$ cat src/verilog/bpb_pkg.sv
package bpb_pkg;

    // #########################################################
    // address and counter types
    // #########################################################

    typedef logic [31:0] word_t;  // instruction address or branch target

    // two-bit branch state, only the upper bit predicts taken
    typedef enum logic [1:0]
    {
        COUNTER_NT      = 2'b00,  // strongly not taken
        COUNTER_WEAK    = 2'b01,  // one taken seen, still predicts not taken
        COUNTER_WEAK_NT = 2'b10,  // one miss after taken, still predicts taken
        COUNTER_T       = 2'b11   // strongly taken
    } counter_t;

    // #########################################################
    // default geometry
    // #########################################################

    localparam int DEFAULT_ENTRY_WIDTH = 4;  // index bits, 16 lines

    localparam int FETCH_WIDTH = 2;  // dual issue fetch slots

    localparam int PC_ALIGN_BITS = 2;  // byte offset of a word aligned pc

endpackage

$ cat src/verilog/bpb_line.sv
`timescale 1ns/1ns

module bpb_line
#(
    parameter int ENTRY_WIDTH = bpb_pkg::DEFAULT_ENTRY_WIDTH
)
(
    input  logic clk,
    input  logic reset,
    input  logic stall,
    input  bpb_pkg::word_t [bpb_pkg::FETCH_WIDTH - 1:0] pc_predict,
    input  bpb_pkg::word_t pc_commit,
    input  logic wen,
    input  logic commit_taken,
    input  bpb_pkg::word_t commit_destpc,
    output logic [bpb_pkg::FETCH_WIDTH - 1:0] hit_predict,
    output logic [bpb_pkg::FETCH_WIDTH - 1:0] taken_predict,
    output bpb_pkg::word_t destpc_predict
);

    localparam int ADDR_WIDTH = $bits(bpb_pkg::word_t);
    localparam int TAG_LSB = bpb_pkg::PC_ALIGN_BITS + ENTRY_WIDTH;
    localparam int TAG_WIDTH = ADDR_WIDTH - TAG_LSB;

    logic valid;
    logic [TAG_WIDTH - 1:0] tag;
    bpb_pkg::word_t target;
    bpb_pkg::counter_t state;
    bpb_pkg::counter_t state_next;
    logic [TAG_WIDTH - 1:0] tag_commit;
    logic line_write;
    logic allocate;

    assign tag_commit = pc_commit[ADDR_WIDTH - 1:TAG_LSB];
    assign line_write = wen && !stall;  // stall blocks every write
    assign allocate = !valid || (tag != tag_commit);  // empty line or another branch

    // #########################################################
    // update side
    // #########################################################

    always_comb
    begin
        unique case (state)
            bpb_pkg::COUNTER_NT:      state_next = commit_taken ? bpb_pkg::COUNTER_WEAK
                                                                : bpb_pkg::COUNTER_NT;
            bpb_pkg::COUNTER_WEAK:    state_next = commit_taken ? bpb_pkg::COUNTER_T
                                                                : bpb_pkg::COUNTER_NT;
            bpb_pkg::COUNTER_WEAK_NT: state_next = commit_taken ? bpb_pkg::COUNTER_T
                                                                : bpb_pkg::COUNTER_NT;
            default:                  state_next = commit_taken ? bpb_pkg::COUNTER_T
                                                                : bpb_pkg::COUNTER_WEAK_NT;
        endcase
    end

    always_ff @(posedge clk)
    begin
        if (reset)
            valid <= 1'b0;
        else if (line_write)
            valid <= 1'b1;
    end

    always_ff @(posedge clk)
    begin
        if (line_write)
        begin
            if (allocate)
            begin
                tag <= tag_commit;
                target <= commit_destpc;
                state <= bpb_pkg::COUNTER_NT;  // new branch starts not taken
            end
            else
                state <= state_next;
        end
    end

    // #########################################################
    // lookup side, one compare per fetch slot
    // #########################################################

    genvar s;
    generate
        for (s = 0; s < bpb_pkg::FETCH_WIDTH; s++)
        begin : g_slot
            assign hit_predict[s] = valid && (tag == pc_predict[s][ADDR_WIDTH - 1:TAG_LSB]);
            assign taken_predict[s] = hit_predict[s] && state[1];  // upper bit only
        end
    endgenerate

    assign destpc_predict = target;  // same target for both slots

endmodule

$ cat src/verilog/bpb_bank.sv
`timescale 1ns/1ns

module bpb_bank
#(
    parameter int ENTRY_WIDTH = bpb_pkg::DEFAULT_ENTRY_WIDTH
)
(
    input  logic clk,
    input  logic reset,
    input  logic stall,
    input  bpb_pkg::word_t [bpb_pkg::FETCH_WIDTH - 1:0] pc_predict,
    input  logic commit_wen,
    input  bpb_pkg::word_t commit_pc,
    input  logic commit_taken,
    input  bpb_pkg::word_t commit_destpc,
    output logic [bpb_pkg::FETCH_WIDTH - 1:0] hit_predict,
    output logic [bpb_pkg::FETCH_WIDTH - 1:0] taken_predict,
    output bpb_pkg::word_t [bpb_pkg::FETCH_WIDTH - 1:0] destpc_predict
);

    localparam int LINES = 1 << ENTRY_WIDTH;
    localparam int INDEX_LSB = bpb_pkg::PC_ALIGN_BITS;

    logic [ENTRY_WIDTH - 1:0] commit_index;
    logic [LINES - 1:0] line_wen;
    logic [bpb_pkg::FETCH_WIDTH - 1:0] line_hit [LINES];
    logic [bpb_pkg::FETCH_WIDTH - 1:0] line_taken [LINES];
    bpb_pkg::word_t line_destpc [LINES];
    logic [ENTRY_WIDTH - 1:0] slot_index [bpb_pkg::FETCH_WIDTH];

    // #########################################################
    // commit index decode
    // #########################################################

    assign commit_index = commit_pc[INDEX_LSB +: ENTRY_WIDTH];

    always_comb
    begin
        line_wen = '0;
        line_wen[commit_index] = commit_wen;  // one hot, or none
    end

    // #########################################################
    // line array
    // #########################################################

    genvar i;
    generate
        for (i = 0; i < LINES; i++)
        begin : g_line
            bpb_line
            #(
                .ENTRY_WIDTH(ENTRY_WIDTH)
            )
            u_line
            (
                .clk(clk),
                .reset(reset),
                .stall(stall),
                .pc_predict(pc_predict),
                .pc_commit(commit_pc),
                .wen(line_wen[i]),
                .commit_taken(commit_taken),
                .commit_destpc(commit_destpc),
                .hit_predict(line_hit[i]),
                .taken_predict(line_taken[i]),
                .destpc_predict(line_destpc[i])
            );
        end
    endgenerate

    // #########################################################
    // per slot read select
    // #########################################################

    // each slot reads the line named by its own index and takes that
    // line's compare result for the same slot
    genvar s;
    generate
        for (s = 0; s < bpb_pkg::FETCH_WIDTH; s++)
        begin : g_slot
            assign slot_index[s] = pc_predict[s][INDEX_LSB +: ENTRY_WIDTH];
            assign hit_predict[s] = line_hit[slot_index[s]][s];
            assign taken_predict[s] = line_taken[slot_index[s]][s];
            assign destpc_predict[s] = line_destpc[slot_index[s]];
        end
    endgenerate

endmodule

$ cat src/verilog/branch_resolve.sv
`timescale 1ns/1ns

module branch_resolve
(
    input  logic clk,
    input  logic reset,
    input  logic ex_valid,
    input  bpb_pkg::word_t ex_pc,
    input  logic ex_taken,
    input  bpb_pkg::word_t ex_target,
    input  logic ex_pred_taken,
    input  bpb_pkg::word_t ex_pred_target,
    output logic mispredict,
    output bpb_pkg::word_t redirect_pc,
    output logic commit_wen,
    output bpb_pkg::word_t commit_pc,
    output logic commit_taken,
    output bpb_pkg::word_t commit_destpc
);

    localparam bpb_pkg::word_t DELAY_SLOT_OFFSET = 32'd8;  // branch plus delay slot

    logic wrong_direction;
    logic wrong_target;
    logic mispredict_next;
    bpb_pkg::word_t redirect_next;

    // #########################################################
    // outcome against prediction
    // #########################################################

    assign wrong_direction = ex_taken != ex_pred_taken;
    assign wrong_target = ex_taken && (ex_target != ex_pred_target);  // taken only
    assign mispredict_next = ex_valid && (wrong_direction || wrong_target);

    // not taken resumes after the delay slot
    assign redirect_next = ex_taken ? ex_target : (ex_pc + DELAY_SLOT_OFFSET);

    // #########################################################
    // output registers
    // #########################################################

    always_ff @(posedge clk)
    begin
        if (reset)
        begin
            mispredict <= 1'b0;
            commit_wen <= 1'b0;
        end
        else
        begin
            mispredict <= mispredict_next;
            commit_wen <= ex_valid;  // every resolved branch trains the buffer
        end
    end

    always_ff @(posedge clk)
    begin
        redirect_pc <= redirect_next;  // read only with mispredict
        commit_pc <= ex_pc;
        commit_taken <= ex_taken;
        commit_destpc <= ex_target;
    end

endmodule

$ cat src/verilog/branch_predictor.sv
`timescale 1ns/1ns

module branch_predictor
#(
    parameter int ENTRY_WIDTH = bpb_pkg::DEFAULT_ENTRY_WIDTH
)
(
    input  logic clk,
    input  logic reset,
    input  logic stall,

    // fetch side
    input  bpb_pkg::word_t [bpb_pkg::FETCH_WIDTH - 1:0] pc_predict,
    output logic [bpb_pkg::FETCH_WIDTH - 1:0] hit_predict,
    output logic [bpb_pkg::FETCH_WIDTH - 1:0] taken_predict,
    output bpb_pkg::word_t [bpb_pkg::FETCH_WIDTH - 1:0] destpc_predict,

    // execute side
    input  logic ex_valid,
    input  bpb_pkg::word_t ex_pc,
    input  logic ex_taken,
    input  bpb_pkg::word_t ex_target,
    input  logic ex_pred_taken,
    input  bpb_pkg::word_t ex_pred_target,
    output logic mispredict,
    output bpb_pkg::word_t redirect_pc
);

    logic commit_wen;
    bpb_pkg::word_t commit_pc;
    logic commit_taken;
    bpb_pkg::word_t commit_destpc;

    // #########################################################
    // resolution stage, one cycle behind execute
    // #########################################################

    branch_resolve u_resolve
    (
        .clk(clk),
        .reset(reset),
        .ex_valid(ex_valid),
        .ex_pc(ex_pc),
        .ex_taken(ex_taken),
        .ex_target(ex_target),
        .ex_pred_taken(ex_pred_taken),
        .ex_pred_target(ex_pred_target),
        .mispredict(mispredict),
        .redirect_pc(redirect_pc),
        .commit_wen(commit_wen),
        .commit_pc(commit_pc),
        .commit_taken(commit_taken),
        .commit_destpc(commit_destpc)
    );

    // #########################################################
    // prediction buffer
    // #########################################################

    bpb_bank
    #(
        .ENTRY_WIDTH(ENTRY_WIDTH)
    )
    u_bank
    (
        .clk(clk),
        .reset(reset),
        .stall(stall),  // write blocking only
        .pc_predict(pc_predict),
        .commit_wen(commit_wen),
        .commit_pc(commit_pc),
        .commit_taken(commit_taken),
        .commit_destpc(commit_destpc),
        .hit_predict(hit_predict),
        .taken_predict(taken_predict),
        .destpc_predict(destpc_predict)
    );

endmodule

$ cat config.mk
export PLATFORM = sky130hd
export DESIGN_NAME = branch_predictor
export DESIGN_NICKNAME = d
export VERILOG_FILES = /design/src/verilog/bpb_pkg.sv /design/src/verilog/bpb_line.sv /design/src/verilog/bpb_bank.sv /design/src/verilog/branch_resolve.sv /design/src/verilog/branch_predictor.sv
export SDC_FILE = /design/constraint.sdc
export NUM_CORES = 2
export LEC_CHECK = 0
export ABC_AREA = 1
export BUFFER_PORTS_ARGS = -buffer_cell sky130_fd_sc_hd__buf_2
export CAP_MARGIN = 20
export CORE_ASPECT_RATIO = 2
export CORE_UTILIZATION = 40
export DETAILED_ROUTE_END_ITERATION = 8
export GPL_TIMING_DRIVEN = 0
export PLACE_DENSITY = 0.67
export SLEW_MARGIN = 25
export SYNTH_ARGS = -nofsm -noshare
export SYNTH_HDL_FRONTEND = slang
export SYNTH_SLANG_ARGS = --single-unit
$ cat constraint.sdc
create_clock -name clk -period 4.5 [get_ports clk]
set_clock_uncertainty 0.1 [all_clocks]
set_input_delay 0.9 -clock clk [delete_from_list [all_inputs] [get_ports clk]]
set_output_delay 0.9 -clock clk [all_outputs]
set_load 0.005 [all_outputs]
==> run_results.csv, run 1 <==
group,metric,value,unit
logic_synthesis,postSynthCellCount,7098,
placed_design,post-place-ws,-1860,ps
logic_synthesis,synth-xor-area-share,5.87,%
logic_synthesis,synth_compound_area_share,15.0,%
logic_synthesis,synth_cell_types,47,
logic_synthesis,yosys.area.top_type,"edfxtp_1",
logic_synthesis,synth_top_family_by_area,"simple AND/OR/NAND/NOR gates",
logic_synthesis,synth_area_leaders,"edfxtp_1 (48%), nand2_1 (10%), o21ai_0 (7.4%)",
logic_synthesis,netlist_area,60300,um2
clock_network,root_buffer,"clkbuf_16",
die,initial_core_util,40.2,%
die,dieHeight,551,um
logic_synthesis,yosys_most_used_dff,"edfxtp_1",
clock_network,numCtsBuffers,101,
logic_synthesis,synth_nets,7281,
clock_network,clock-sinks,1073,
logic_synthesis,synth_area_per_cell,8.50,um2
die,dieWidth,277,um
logic_synthesis,netlist.area_leader.share,47.8,%
logic_synthesis,synthArstFlopShare,0,%
global_routing,grt_pass1_vias,85500,
logic_synthesis,synth_edf_count,960,
logic_synthesis,yosys_warnings,0,
die,rows,201,
logic_synthesis,synth-seq-cells,1073,
status,outcome,"stopped before the end",
clock_network,htree_levels,3,
global_routing,grt.total_usage,84.6,%
die,io_pins,267,
clock_network,cts_hold_buf,0,
logic_synthesis,synth.area.mux_share,0,%
placed_design,port-buffer-count,218,
placed_design,hpwlAfterDp,407000,um
logic_synthesis,synthSimpleGateAreaFrac,19.9,%
logic_synthesis,yosysSeqAreaShare,51.5,%
placed_design,gp_congestion,1.35,
global_routing,grt_pass1_wl,934000,um
clock_network,clock_path_buffers,3,
status,haltStage,"5_1_grt",
logic_synthesis,synthAdderAreaFrac,0.353,%
global_routing,grt_max_degree,31,
status,stop_error,"[ERROR GRT-0116] Global routing finished with congestion. Check the congestion regions in the DRC Viewer.",
global_routing,grt_remaining_overflow,7754,
[what timing repair did]
action,in CTS
gates resized for setup,386
gates cloned,0
endpoints found under the setup margin,985
buffers inserted,77
pin swaps,61
[stage by stage]
stage | hold WS, ps | TNS [ps] | area [um2] | util [%] | instances
floorplan | 356 | 0 | 60300 | - | 7098
global placement | 430 | -5571510 | 63800 | 42.6 | 9244
detailed placement | 440 | -605700 | 66400 | 44.3 | 9339
CTS | 168 | -357 | 71800 | 47.9 | 9604
[routing by layer]
layer | GRT overflow | global-route usage (%)
met5 | 5 | 23.2
met4 | 1738 | 89.7
met3 | 38 | 61.6
met2 | 5940 | 112
met1 | 33 | 79.9
[synth_stat cells, types with 118 or more instances]
cell / instances
o22ai_1: 199
nand2_1: 1665
a21oi_1: 274
nand3_1: 202
o221ai_1: 118
xor2_1: 176
xnor2_1: 228
edfxtp_1: 960
nor2_1: 673
nand4_1: 197
buf_2: 167
inv_1: 663
clkbuf_1: 216
o21ai_0: 886
[logic make-up after synthesis]
| kind of cell | Yosys count |
|---|---|
| xor+xnor | 404 |
| compound gates | 1595 |
| buf+inv | 1106 |
| flops | 1073 |
| simple gates | 2903 |
| fa+ha+maj | 17 |
==> run 2, diff against run 1 <==
--- a/config.mk
+++ b/config.mk
@@ -8,11 +8,10 @@
 export ABC_AREA = 1
 export BUFFER_PORTS_ARGS = -buffer_cell sky130_fd_sc_hd__buf_2
 export CAP_MARGIN = 20
-export CORE_ASPECT_RATIO = 2
-export CORE_UTILIZATION = 40
+export CORE_UTILIZATION = 25
 export DETAILED_ROUTE_END_ITERATION = 8
 export GPL_TIMING_DRIVEN = 0
-export PLACE_DENSITY = 0.67
+export PLACE_DENSITY_LB_ADDON = 0.15
 export SLEW_MARGIN = 25
 export SYNTH_ARGS = -nofsm -noshare
 export SYNTH_HDL_FRONTEND = slang
==> constraint.sdc (replaced) <==
create_clock -name clk -period 5.85 [get_ports clk]
set_clock_uncertainty 0.1 [all_clocks]
set_input_delay 1.17 -clock clk [delete_from_list [all_inputs] [get_ports clk]]
set_output_delay 1.17 -clock clk [all_outputs]
set_load 0.005 [all_outputs]
==> run 2 against run 1 <==
The flow now finishes, with violations (setup timing). Area after synthesis unchanged. Synthesized cell count unchanged.
==> run_results.csv, run 2 <==
group,metric,value,unit
status,outcome,"complete, but fails checks",
status,failed_checks,"setup timing",
sta,worst_pin_slew,1310,ps
sta,fmax,158,MHz
global_routing,grt_remaining_overflow,0,
worst_setup_path,regToRegStartpoint,"u_resolve.commit_pc[6]",
worst_setup_path,critPathSlowestCell,"edfxtp_1",
logic_synthesis,synthArstFlopShare,0,%
sta,worst_slew_margin_rel,12.6,%
worst_hold_path,holdPathStages,1,
worst_setup_path,max_stage_delay,680,ps
global_routing,grt_pass1_vias,58200,
placed_design,hpwlAfterDp,435000,um
logic_synthesis,synthAdderAreaFrac,0.353,%
logic_synthesis,synth_edf_count,960,
worst_setup_path,path_class,"flop to output port",
clock_network,path_clk_slew,60,ps
pwr,ir_drop,0.251,mV
detailed_routing,top_layer_used,"met5",
worst_setup_path,setup.worst_path.start_class,"flop",
clock_network,root_buffer,"clkbuf_16",
worst_setup_path,cp_num_buf_inv,2,
layout,mostFrequentLayoutCell,"nand2_1",
clock_network,clkLatencyLatePin,890,ps
worst_setup_path,cp_top_family,"simple AND/OR/NAND/NOR gates",
placed_design,port-buffer-count,218,
detailed_routing,ant_nets,0,
logic_synthesis,synth-seq-cells,1073,
detailed_routing,drc,0,
global_routing,antenna_found_initial,113,
worst_setup_path,cp_max_fo,4,
clock_network,clock-sinks,1073,
sta,min_period_over_period,108,%
layout,layout-drive-gt1-share,13.0,%
detailed_routing,vias,65600,
run,cap_violations,0,
detailed_routing,wire_per_inst,51.0,um
logic_synthesis,synth_common_cells,"nand2_1 (1665), edfxtp_1 (960), o21ai_0 (886)",
pwr,p_leak,27.7,nW
layout,largest_reg_flops,512,
worst_setup_path,end_kind,"output port",
detailed_routing,routed-wl-met2,239000,um
worst_hold_path,min_from,"ex_target[21]",
logic_synthesis,netlist.area_leader.share,47.8,%
die,dieHeight,493,um
clock_network,numCtsBuffers,144,
sta,setup_violations,61,
worst_setup_path,rr_endpoint,"u_bank.g_line[1].u_line.destpc_predict[20]",
placed_design,dp_cells,10600,
sta,finalMaxSlewViolations,0,
logic_synthesis,yosys_most_used_dff,"edfxtp_1",
logic_synthesis,synth_top_family_by_area,"simple AND/OR/NAND/NOR gates",
detailed_routing,drt_pre_antenna_iters,9,
detailed_routing,drtIter0Drc,11300,
logic_synthesis,synth_area_leaders,"edfxtp_1 (48%), nand2_1 (10%), o21ai_0 (7.4%)",
sta,fin_ws,-467,ps
worst_setup_path,crit_required,4580,ps
die,dieWidth,493,um
clock_network,htree_levels,4,
global_routing,grt_max_degree,23,
logic_synthesis,synth.most_common_cell,"nand2_1",
logic_synthesis,synth_compound_area_share,15.0,%
die,rows,179,
logic_synthesis,yosys.area.top_type,"edfxtp_1",
logic_synthesis,synth_cell_types,47,
worst_setup_path,worstPathArrival,5050,ps
sta,final-hold-violation-count,0,
logic_synthesis,synth-xor-area-share,5.87,%
clock_network,cts_tree,"yes",
worst_setup_path,r2r_setup_slack,-210,ps
detailed_routing,routed_wl,559000,um
sta,worst_hold_slack,337,ps
worst_setup_path,reg2reg_depth,11,
logic_synthesis,synthSimpleGateAreaFrac,19.9,%
worst_setup_path,cp_common_cell,"nand2_1",
worst_setup_path,cp_cell_sequence,"inv_1 > nand2_1 > nand4_1 > nor2_1 > nand2_2 > nor2_1 > nand3_1 > nand3_1 > nand3_1 > nand2_1 > nand2_1 > nand2_1 > buf_2",
die,core_area,239000,um2
layout,area_delta_synth_final,22.8,%
detailed_routing,wl_met3,57500,um
die,io_pins,267,
clock_network,clock_path_buffers,3,
worst_hold_path,holdPathEnd,"u_resolve.commit_destpc[21]",
logic_synthesis,synth.area.mux_share,0,%
pwr,p_per_area,283,nW/um2
logic_synthesis,postSynthCellCount,7098,
clock_network,cts_hold_buf,0,
global_routing,grt_pass1_wl,687000,um
layout,finalNetCount,7789,
layout,final_cell_mix,"nand2_1 (1646), edfxtp_1 (960), o21ai_0 (884), inv_1 (654), nor2_1 (626)",
global_routing,grt.total_usage,44.8,%
die,die_area,243000,um2
detailed_routing,routed_via_density,5.99,
logic_synthesis,netlist_area,60300,um2
logic_synthesis,synth_area_per_cell,8.50,um2
logic_synthesis,yosysSeqAreaShare,51.5,%
layout,fin_cells,11000,
logic_synthesis,synth_nets,7281,
logic_synthesis,yosys_warnings,0,
worst_setup_path,startpoint,"u_bank.g_line[10].u_line.tag[12]",
die,initial_core_util,25.3,%
detailed_routing,wl_met1,210000,um
sta,min_period,6320,ps
placed_design,gp_congestion,1.09,
worst_hold_path,worstHoldPathType,"primary input to flop",
==> run 2: cell counts after synthesis <==
No cell type changed its count.
==> run 2: worst max path at each step <==
stage,to,slack [ps],cells past startpoint
4_1_cts,taken_predict[0],0.009,15
2_1_floorplan,u_bank.g_line[3].u_line.destpc_predict[0],1020,7
5_1_grt,hit_predict[0],-20,14
3_3_place_gp,u_bank.g_line[11].u_line.tag[13],-8830,7
3_5_place_dp,taken_predict[0],-1370,14
6_report,taken_predict[1],-470,13
==> run 2: repair_timing <==
| action | in CTS | in global routing |
|---|---|---|
| setup buffers | 13 | 4 |
| cloned | 0 | 0 |
| endpoints found under the setup margin | 5 | 5 |
| gates resized for setup | 65 | 34 |
| pin swaps | 2 | 3 |
==> run 2: routing by layer <==
layer | vias up | GRT usage, %
met2 | 5645 | 67.3
li1 | 25500 | -
met1 | 33100 | 54.5
met5 | - | 0.352
met4 | 28 | 35.3
met3 | 1326 | 11.5
==> run 2: final cells by class <==
class	count	area, um2
fill	25300	165000
multi-input combinational	4919	25500
timing repair buffer	363	3960
sequential	1073	31100
clock buffer	188	3850
antenna	62	155
inverter	687	2630
buffer	418	1960
clock inverter	79	987
tap	3167	3960
==> run 2: cells by family after synthesis <==
kind of cell	after synthesis
xor gates and xnor gates	404
AOI/OAI and AO/OA	1595
DFF	1073
buffers and inverters	1106
and+or+nand+nor	2903
adders and majority gates	17
==> run 2: metrics by stage <==
| step | utilization (%) | total power, mW | TNS (ps) | setup slack (ps) | instance area (um2) |
|---|---|---|---|---|---|
| after CTS | 30.9 | 20.9 | 0 | 0.00933 | 73800 |
| after floorplan | - | 9.63 | 0 | 1020 | 60300 |
| final | 31.0 | 21.0 | -8080 | -467 | 74100 |
| after global placement | 27.4 | 11.5 | -6910130 | -8830 | 65400 |
| after detailed placement | 28.8 | 11.5 | -3660 | -1370 | 68700 |
| after global routing | 31.0 | 21.2 | -28.7 | -17.6 | 74000 |
==> run 2: power breakdown <==
part / switching (mW) / leakage (nW) / internal, mW / total (mW)
Combinational: 2.38 / 15.8 / 0.620 / 3.00
Clock: 4.12 / 2.33 / 5.28 / 9.41
Sequential: 0.179 / 9.62 / 8.39 / 8.57
Note: power is estimated with default switching activity, not from simulation.
